`config.mk`:
```
export PLATFORM = sky130hd
export DESIGN_NAME = nes_cart_loader
export DESIGN_NICKNAME = d
export VERILOG_FILES = /design/src/nes_cart_pkg.sv /design/src/mem_bus_if.sv /design/src/game_loader.sv /design/src/loader_write_buffer.sv /design/src/mem_arbiter.sv /design/src/nes_cart_loader.sv
export SDC_FILE = /design/constraint.sdc
export NUM_CORES = 1
export LEC_CHECK = 0
export ABC_CLOCK_PERIOD_IN_PS = 8300
export CAP_MARGIN = 20
export CORE_UTILIZATION = 34
export CTS_CLUSTER_DIAMETER = 40
export CTS_CLUSTER_SIZE = 24
export DETAILED_ROUTE_END_ITERATION = 7
export DONT_BUFFER_PORTS = 1
export GPL_TIMING_DRIVEN = 0
export PLACE_DENSITY = 0.52
export SYNTH_ARGS = -nofsm -noshare
export SYNTH_HDL_FRONTEND = slang
export SYNTH_HIERARCHICAL = 1
export SYNTH_SLANG_ARGS = --single-unit
```
`constraint.sdc`:
```
create_clock -name clk -period 8.3 [get_ports clk]
set_input_delay 1.245 -clock clk [delete_from_list [all_inputs] [get_ports clk]]
set_output_delay 1.245 -clock clk [all_outputs]
set_load 0.05 [all_outputs]
```
`src/nes_cart_pkg.sv`:
```
/*
 * Shared constants and types for the cartridge loading path.
 * Modules refer to these by scoped name only.
 */
package nes_cart_pkg;

	// Memory map
	localparam int addr_w = 22;                 // Default memory address width
	localparam int chr_base_bit = addr_w - 1;   // Top bit selects the CHR half

	// Page sizes as log2 of bytes
	localparam int prg_page_shift = 14;         // 16 KiB PRG pages
	localparam int chr_page_shift = 13;         // 8 KiB CHR pages

	// "NES" followed by EOF, header bytes 0 to 3
	localparam logic [31:0] ines_magic = 32'h4E45_531A;

	typedef enum logic [2:0] {
		ld_header,
		ld_prg,
		ld_chr,
		ld_error,
		ld_done
	} loader_state_t;

	//////////////////////////////////////////////////////////////////////
	// Mapper flags word as seen by the console, MSB first
	//////////////////////////////////////////////////////////////////////
	typedef struct packed {
		logic [5:0] zero;        // Reserved, always 0
		logic       has_saves;   // Battery backed RAM
		logic [7:0] submapper;   // NES 2.0 byte 8
		logic       four_screen;
		logic       chr_ram;     // No CHR ROM in the file
		logic       mirroring;
		logic [2:0] chr_size;
		logic [2:0] prg_size;
		logic [7:0] mapper;
	} mapper_flags_t;

endpackage

```
`src/mem_bus_if.sv`:
```
/*
 * One memory request bus between the write buffer and the arbiter.
 * Plain strobes, no handshake.
 */
interface mem_bus_if #(
	parameter int addr_w = nes_cart_pkg::addr_w
);

	logic [addr_w-1:0] addr;
	logic [7:0]        wdata;
	logic              write;   // One-cycle write strobe
	logic              read;

	modport requester (
		output addr,
		output wdata,
		output write,
		output read
	);

	modport arbiter (
		input addr,
		input wdata,
		input write,
		input read
	);

endinterface

```
`src/game_loader.sv`:
```
/*
 * iNES file parser. Takes the download stream byte by byte, checks the
 * header, places PRG from address 0 and CHR in the upper half, and
 * forms the mapper flags word from the header.
 */
module game_loader #(
	parameter int addr_w = nes_cart_pkg::addr_w
) (
	input  logic                        clk,
	input  logic                        reset_nes,
	input  logic                        dl_wr,
	input  logic [7:0]                  dl_data,
	input  logic                        invert_mirroring,
	output logic [addr_w-1:0]           ld_addr,
	output logic [7:0]                  ld_data,
	output logic                        ld_write,
	output logic                        busy,
	output logic                        done,
	output logic                        error,
	output nes_cart_pkg::mapper_flags_t flags
);

	// CHR marker bit follows the top of the address
	localparam int chr_bit = nes_cart_pkg::chr_base_bit + addr_w - nes_cart_pkg::addr_w;
	localparam logic [addr_w-1:0] chr_base = addr_w'(1) << chr_bit;
	// Wide enough for 255 PRG pages
	localparam int cnt_w = 8 + nes_cart_pkg::prg_page_shift;

	nes_cart_pkg::loader_state_t state;

	logic [7:0]       hdr [16];     // Raw iNES header
	logic [3:0]       ctr;          // Header byte index
	logic [cnt_w-1:0] bytes_left;
	logic [7:0]       prg_pages;
	logic [7:0]       chr_pages;
	logic             magic_ok;
	logic             is_nes20;
	logic             is_dirty;

	// Smallest k with pages <= 2**k, capped at 7
	function automatic logic [2:0] size_code(input logic [7:0] pages);
		logic [2:0] code;
		code = 3'd7;
		for (int k = 6; k >= 0; k--) begin
			if ({1'b0, pages} <= 9'(1 << k))
				code = 3'(k);
		end
		return code;
	endfunction

	assign prg_pages = hdr[4];
	assign chr_pages = hdr[5];
	assign magic_ok  = ({hdr[0], hdr[1], hdr[2], hdr[3]} == nes_cart_pkg::ines_magic);
	assign is_nes20  = (hdr[7][3:2] == 2'b10);

	// Old dumps often carry junk in the tail of the header
	assign is_dirty = !is_nes20 &&
		((hdr[9][7:1] != 7'd0) ||
		 ((hdr[10] | hdr[11] | hdr[12] | hdr[13] | hdr[14] | hdr[15]) != 8'd0));

	// Payload bytes go straight through, header bytes never reach memory
	assign ld_data  = dl_data;
	assign ld_write = dl_wr && (bytes_left != '0) && (state == nes_cart_pkg::ld_prg ||
		state == nes_cart_pkg::ld_chr);

	always_ff @(posedge clk) begin
		if (state == nes_cart_pkg::ld_header && dl_wr)
			hdr[ctr] <= dl_data;
	end

	//////////////////////////////////////////////////////////////////////
	// Load sequencer
	//////////////////////////////////////////////////////////////////////
	always_ff @(posedge clk) begin
		if (reset_nes) begin
			state      <= nes_cart_pkg::ld_header;
			ctr        <= 4'd0;
			bytes_left <= '0;
			ld_addr    <= '0;
			busy       <= 1'b0;
			done       <= 1'b0;
			error      <= 1'b0;
		end else begin
			case (state)
				nes_cart_pkg::ld_header: begin
					if (dl_wr) begin
						ctr <= ctr + 1'b1;
						if (ctr == 4'd15) begin
							busy <= 1'b1;
							// No trainer support
							if (magic_ok && !hdr[6][2]) begin
								state      <= nes_cart_pkg::ld_prg;
								ld_addr    <= '0;
								bytes_left <= cnt_w'(prg_pages) << nes_cart_pkg::prg_page_shift;
							end else begin
								state <= nes_cart_pkg::ld_error;
							end
						end
					end
				end
				nes_cart_pkg::ld_prg: begin
					if (bytes_left != '0) begin
						if (dl_wr) begin
							bytes_left <= bytes_left - 1'b1;
							ld_addr    <= ld_addr + 1'b1;
						end
					end else begin
						state      <= nes_cart_pkg::ld_chr;
						ld_addr    <= chr_base;
						bytes_left <= cnt_w'(chr_pages) << nes_cart_pkg::chr_page_shift;
					end
				end
				nes_cart_pkg::ld_chr: begin
					if (bytes_left != '0) begin
						if (dl_wr) begin
							bytes_left <= bytes_left - 1'b1;
							ld_addr    <= ld_addr + 1'b1;
						end
					end else begin
						state <= nes_cart_pkg::ld_done;
						done  <= 1'b1;
						busy  <= 1'b0;
					end
				end
				nes_cart_pkg::ld_error: begin
					state <= nes_cart_pkg::ld_done;
					error <= 1'b1;
					done  <= 1'b1;
					busy  <= 1'b0;
				end
				nes_cart_pkg::ld_done: ;   // Hold until the next reset
				default: state <= nes_cart_pkg::ld_header;
			endcase
		end
	end

	//////////////////////////////////////////////////////////////////////
	// Mapper flags from the stored header
	//////////////////////////////////////////////////////////////////////
	always_comb begin
		flags             = '0;
		flags.has_saves   = hdr[6][1];
		flags.submapper   = is_nes20 ? hdr[8] : 8'h00;
		flags.four_screen = hdr[6][3];
		flags.chr_ram     = (chr_pages == 8'd0);
		flags.mirroring   = hdr[6][0] ^ invert_mirroring;
		flags.chr_size    = size_code(chr_pages);
		flags.prg_size    = size_code(prg_pages);
		// Upper nibble unreliable on dirty headers
		flags.mapper      = {is_dirty ? 4'h0 : hdr[7][7:4], hdr[6][7:4]};
	end

endmodule

```
`src/loader_write_buffer.sv`:
```
/*
 * One-byte write buffer between the loader and the memory port.
 * Waits for a memory slot and stalls the download source meanwhile.
 */
module loader_write_buffer #(
	parameter int addr_w = nes_cart_pkg::addr_w
) (
	input  logic              clk,
	input  logic              reset_nes,
	input  logic [addr_w-1:0] ld_addr,
	input  logic [7:0]        ld_data,
	input  logic              ld_write,
	input  logic              mem_slot,
	output logic              dl_wait,
	mem_bus_if.requester      req
);

	logic [addr_w-1:0] addr_q;
	logic [7:0]        data_q;
	logic              pending;   // Byte held, not yet written

	always_ff @(posedge clk) begin
		if (ld_write) begin
			addr_q <= ld_addr;
			data_q <= ld_data;
		end
	end

	// Wait drops one slot after the write has gone out
	always_ff @(posedge clk) begin
		if (reset_nes) begin
			pending <= 1'b0;
			dl_wait <= 1'b0;
		end else if (ld_write) begin
			pending <= 1'b1;
			dl_wait <= 1'b1;
		end else if (mem_slot) begin
			if (pending)
				pending <= 1'b0;
			else
				dl_wait <= 1'b0;
		end
	end

	assign req.addr  = addr_q;
	assign req.wdata = data_q;
	assign req.write = pending && mem_slot;   // Exactly one cycle per byte
	assign req.read  = 1'b0;                  // Loader never reads back

endmodule

```
`src/mem_arbiter.sv`:
```
/*
 * Shares one memory port between the loader path and the console CPU.
 * The loader side wins for the whole download, console requests are masked.
 */
module mem_arbiter #(
	parameter int addr_w = nes_cart_pkg::addr_w
) (
	input  logic              loader_owns,
	mem_bus_if.arbiter        req,
	input  logic [addr_w-1:0] cpu_addr,
	input  logic              cpu_read,
	input  logic              cpu_write,
	input  logic [7:0]        cpu_wdata,
	input  logic [7:0]        mem_rdata,
	output logic [addr_w-1:0] mem_addr,
	output logic              mem_read,
	output logic              mem_we,
	output logic [7:0]        mem_wdata,
	output logic [7:0]        cpu_rdata
);

	//////////////////////////////////////////////////////////////////////
	// Request select
	//////////////////////////////////////////////////////////////////////
	always_comb begin
		if (loader_owns) begin
			// Console dropped so a half-loaded image stays intact
			mem_addr  = req.addr;
			mem_wdata = req.wdata;
			mem_we    = req.write;
			mem_read  = req.read;
		end else begin
			mem_addr  = cpu_addr;
			mem_wdata = cpu_wdata;
			mem_we    = cpu_write;
			mem_read  = cpu_read;
		end
	end

	// Read data only ever belongs to the console
	assign cpu_rdata = mem_rdata;

endmodule

```
`src/nes_cart_loader.sv`:
```
/*
 * Cartridge loading path top level. Connects the iNES loader, its write
 * buffer and the memory arbiter to the download, console and memory ports.
 */
module nes_cart_loader #(
	parameter int addr_w = nes_cart_pkg::addr_w
) (
	input  logic              clk,
	input  logic              reset_nes,

	// Download port
	input  logic              dl_active,
	input  logic              dl_wr,
	input  logic [7:0]        dl_data,
	output logic              dl_wait,
	input  logic              invert_mirroring,

	// Console port
	input  logic [addr_w-1:0] cpu_addr,
	input  logic              cpu_read,
	input  logic              cpu_write,
	input  logic [7:0]        cpu_wdata,
	output logic [7:0]        cpu_rdata,

	// Shared memory port
	input  logic              mem_slot,
	output logic [addr_w-1:0] mem_addr,
	output logic              mem_read,
	output logic              mem_we,
	output logic [7:0]        mem_wdata,
	input  logic [7:0]        mem_rdata,

	// Status
	output logic [31:0]       mapper_flags,
	output logic              loader_busy,
	output logic              loader_done,
	output logic              loader_error
);

	logic [addr_w-1:0]           ld_addr;
	logic [7:0]                  ld_data;
	logic                        ld_write;
	logic                        loader_owns;
	nes_cart_pkg::mapper_flags_t ld_flags;
	nes_cart_pkg::mapper_flags_t flags_q;   // Published flags

	mem_bus_if #(.addr_w(addr_w)) ld_bus ();

	game_loader #(.addr_w(addr_w)) u_game_loader (
		.clk              (clk),
		.reset_nes        (reset_nes),
		.dl_wr            (dl_wr),
		.dl_data          (dl_data),
		.invert_mirroring (invert_mirroring),
		.ld_addr          (ld_addr),
		.ld_data          (ld_data),
		.ld_write         (ld_write),
		.busy             (loader_busy),
		.done             (loader_done),
		.error            (loader_error),
		.flags            (ld_flags)
	);

	loader_write_buffer #(.addr_w(addr_w)) u_loader_write_buffer (
		.clk       (clk),
		.reset_nes (reset_nes),
		.ld_addr   (ld_addr),
		.ld_data   (ld_data),
		.ld_write  (ld_write),
		.mem_slot  (mem_slot),
		.dl_wait   (dl_wait),
		.req       (ld_bus.requester)
	);

	// Loader keeps the port until parsing is finished
	assign loader_owns = dl_active || loader_busy;

	mem_arbiter #(.addr_w(addr_w)) u_mem_arbiter (
		.loader_owns (loader_owns),
		.req         (ld_bus.arbiter),
		.cpu_addr    (cpu_addr),
		.cpu_read    (cpu_read),
		.cpu_write   (cpu_write),
		.cpu_wdata   (cpu_wdata),
		.mem_rdata   (mem_rdata),
		.mem_addr    (mem_addr),
		.mem_read    (mem_read),
		.mem_we      (mem_we),
		.mem_wdata   (mem_wdata),
		.cpu_rdata   (cpu_rdata)
	);

	//////////////////////////////////////////////////////////////////////
	// Flags publish
	//////////////////////////////////////////////////////////////////////
	always_ff @(posedge clk) begin
		if (reset_nes)
			flags_q <= '0;
		else if (loader_done)
			flags_q <= ld_flags;
	end

	// Console sees no mapper while a file is coming in
	assign mapper_flags = dl_active ? 32'd0 : flags_q;

endmodule

```
==> impl_metrics.toml <==
[yosys]
netlist_instances = 860
synth_area_leader_cell = "edfxtp_1"
synth.area.mux_share_pct = 7.85
netlist_area_sq_mm = 0.0106
ys_ff_latch = 243
ys.warnings.count = 6
synth_top_family_by_area = "simple AND/OR/NAND/NOR gates"
synthXorXnorAreaFrac_pct = 1.32
syn_avg_cell_area_sq_um = 12.4
synth-edff-count = 155
synth_compound_area_share_pct = 8.34
synth_top_area_share_pct = 43.7
yosysSeqAreaShare_pct = 60.3
post_synth_fa_ha_maj_area_fraction_pct = 0.705
ys_async_sr_fraction_pct = 0
ys.flop_type = "edfxtp_1"
yosys.cell_types.count = 72
synthTopCellsByArea = "edfxtp_1 44%, dfxtp_1 17%, mux2_4 4.2%"
yosys.area_share.simple_pct = 16.3

[critical_path]
cp.required_ns = 7.05
cp.arrival_ns = 2.47
path_class = "primary input to primary output"
ff2ff_path_depth = 7
crit_start = "dl_active"
crit_fanout = 10
end_kind = "primary output"
r2r_end = "u_game_loader/ld_addr[1]"
r2r_start = "u_game_loader/state[1]"
cp_num_buf_inv = 3
critical_path.top_delay_family = "buffers and inverters"
worstPathCellList = "clkbuf_2 > or2_2 > buf_6 > buf_12 > mux2_4"
rrSetupSlack_ns = 5.11
slowest_stage = "mux2_4"
start_kind = "primary input"
max_stage_delay_ns = 0.38

[placement]
post-place-ws_ns = 4.19
numPortBuffers = 0
gp_congestion = 0.838
dp_hpwl_mm = 15.9
dp_cells = 1261

[grt]
grt.met2_usage_pct = 22.8
grt_pass1_wl_mm = 36.0
grt_max_degree = 34
grt_pass1_vias = 6233
use_met1_pct = 21.0
gr-usage-met3_pct = 3.48
grtUsageTotal_pct = 15.0
busiest_layer = "met2"
grt_overflow = 0
antenna_found_initial = 0

[cells_and_area]
layout_common_cells = "155 x edfxtp_1, 96 x nor2_1, 88 x dfxtp_1, 39 x clkbuf_16"
fin_cells = 1332
final_net_count = 967
drive_gt1_share_pct = 18.5
diodes = 0
nFillCells = 2928
mostFrequentLayoutCell = "edfxtp_1"
area_delta_synth_final_pct = 17.1

[sta]
rsz0062_at_grt = "false"
final_max_slew_viol_count = 0
setup_slack_ns = 4.59
setup_viol = 0
finalHoldViolations = 0
fmax_mhz = 269
fin_worst_skew_ns = 0.0202
period_minus_slack_ns = 3.71
max_slew_margin_pct = 28.8
fin_tns_setup_ns = 0
holdWs_ns = 0.474
tightest_slew_ns = 1.06
fin_crit_sh_pct = 44.7

[floorplan]
core_sq_mm = 0.0307
die_w_um = 179
dieArea_sq_mm = 0.0320
die_h_um = 179
io_pins = 130
rows = 64
start_util_pct = 34.7

[cts]
clkLatencyLatePin_ns = 0.52
numCtsBuffers = 37
h-tree-depth = 2
path_clk_slew_ns = 0.06
hold_buffers = 0
root_buffer = "clkbuf_16"
clk_path_buf_depth = 3
cts_setup_buffers = 0
tritoncts = "built"
cts_resized = 0
clock_sinks = 243

[route]
vias = 6757
antenna_left = 0
drt-pass1-iter-count = 6
route.detailed.drc = 0
drt_wl_total_mm = 24.1
wl_per_cell_um = 18.1
vias_per_cell = 5.07
drtIter0Drc = 510

[hold_path]
min-delay-start = "u_game_loader/ld_addr[1]"
hold_class = "flop to flop"
min_to = "u_loader_write_buffer/req.addr[1]"
hold_depth = 0

[power_and_ir_drop]
ir_drop_mv = 0.127
powerDensity_mw_per_mm2 = 239
p_leak_nw = 4.30

[run_status]
status = "complete, no violations"

[run]
max_cap_violations = 0
==> flip-flops by register name, indices dropped and copies added, names as in the netlist <==
name	flops
flags_q	32
u_game_loader/busy	1
u_game_loader/bytes_left	22
u_game_loader/ctr	4
u_game_loader/done	1
u_game_loader/error	1
u_game_loader/hdr	125
u_game_loader/ld_addr	22
u_game_loader/state	3
u_loader_write_buffer/dl_wait	1
u_loader_write_buffer/pending	1
u_loader_write_buffer/req.addr	22
u_loader_write_buffer/req.wdata	8
==> logic make-up after synthesis <==
kind of cell,Yosys count
DFF,243
AOI/OAI and AO/OA,124
buffers and inverters,80
and+or+nand+nor,321
other,2
xor gates and xnor gates,16
adders and majority gates,6
muxes,68
==> where the power goes <==
part / switching (mW) / internal [mW]
registers: 0.00301 / 1.29
logic: 0.0719 / 0.0341
clock network: 0.584 / 0.992
total: 0.659 / 2.32
==> cell usage after synthesis, drive strengths merged, types with 10 or more instances <==
cell type and count:
a21oi 34, and2 14, buf 49, clkbuf 20, dfxtp 88, edfxtp 155, inv 11, mux2 34
mux2i 34, nand2 38, nand3 10, nand4 11, nor2 96, nor2b 38, nor3 28, nor4 24
o21ai 22, or3 13, xor2 13
==> stage by stage <==
step                      utilization (%)  total power, mW  instance area [sq um]
after detailed placement             36.4             1.43                  11200
after floorplan                         -             1.41                  10700
after global placement               36.4             1.43                  11200
final                                40.7             2.98                  12500
after global routing                 40.7             3.07                  12500
after CTS                            40.6             3.01                  12500
==> worst max-delay path by stage <==
stage,to,slack [ns],cells after the start
after floorplan,mem_addr[0],4.70,5
after global placement,u_game_loader/ld_addr[0],4.19,7
after detailed placement,u_game_loader/ld_addr[17],4.19,7
after CTS,mem_addr[13],4.55,5
after global routing,mem_addr[15],4.52,5
final,mem_addr[0],4.59,5
==> metal layers <==
layer | vias to the layer above | share of wire (%)
met3 | 40 | 7.0
met2 | 208 | 45
met4 | 0 | 1.9
li1 | 3278 | -
met1 | 3231 | 46
met5 | - | 0
==> area by class of cell <==
class	instances	area [sq um]	area share, %
tap	396	495	3.97
buffer	69	510	4.09
clock buffer	47	1030	8.23
sequential	243	6420	51.4
clock inverter	21	262	2.10
inverter	11	41.3	0.331
timing repair buffer	3	20.0	0.161
multi-input combinational	542	3700	29.7
(Power assumes the default switching activity.)
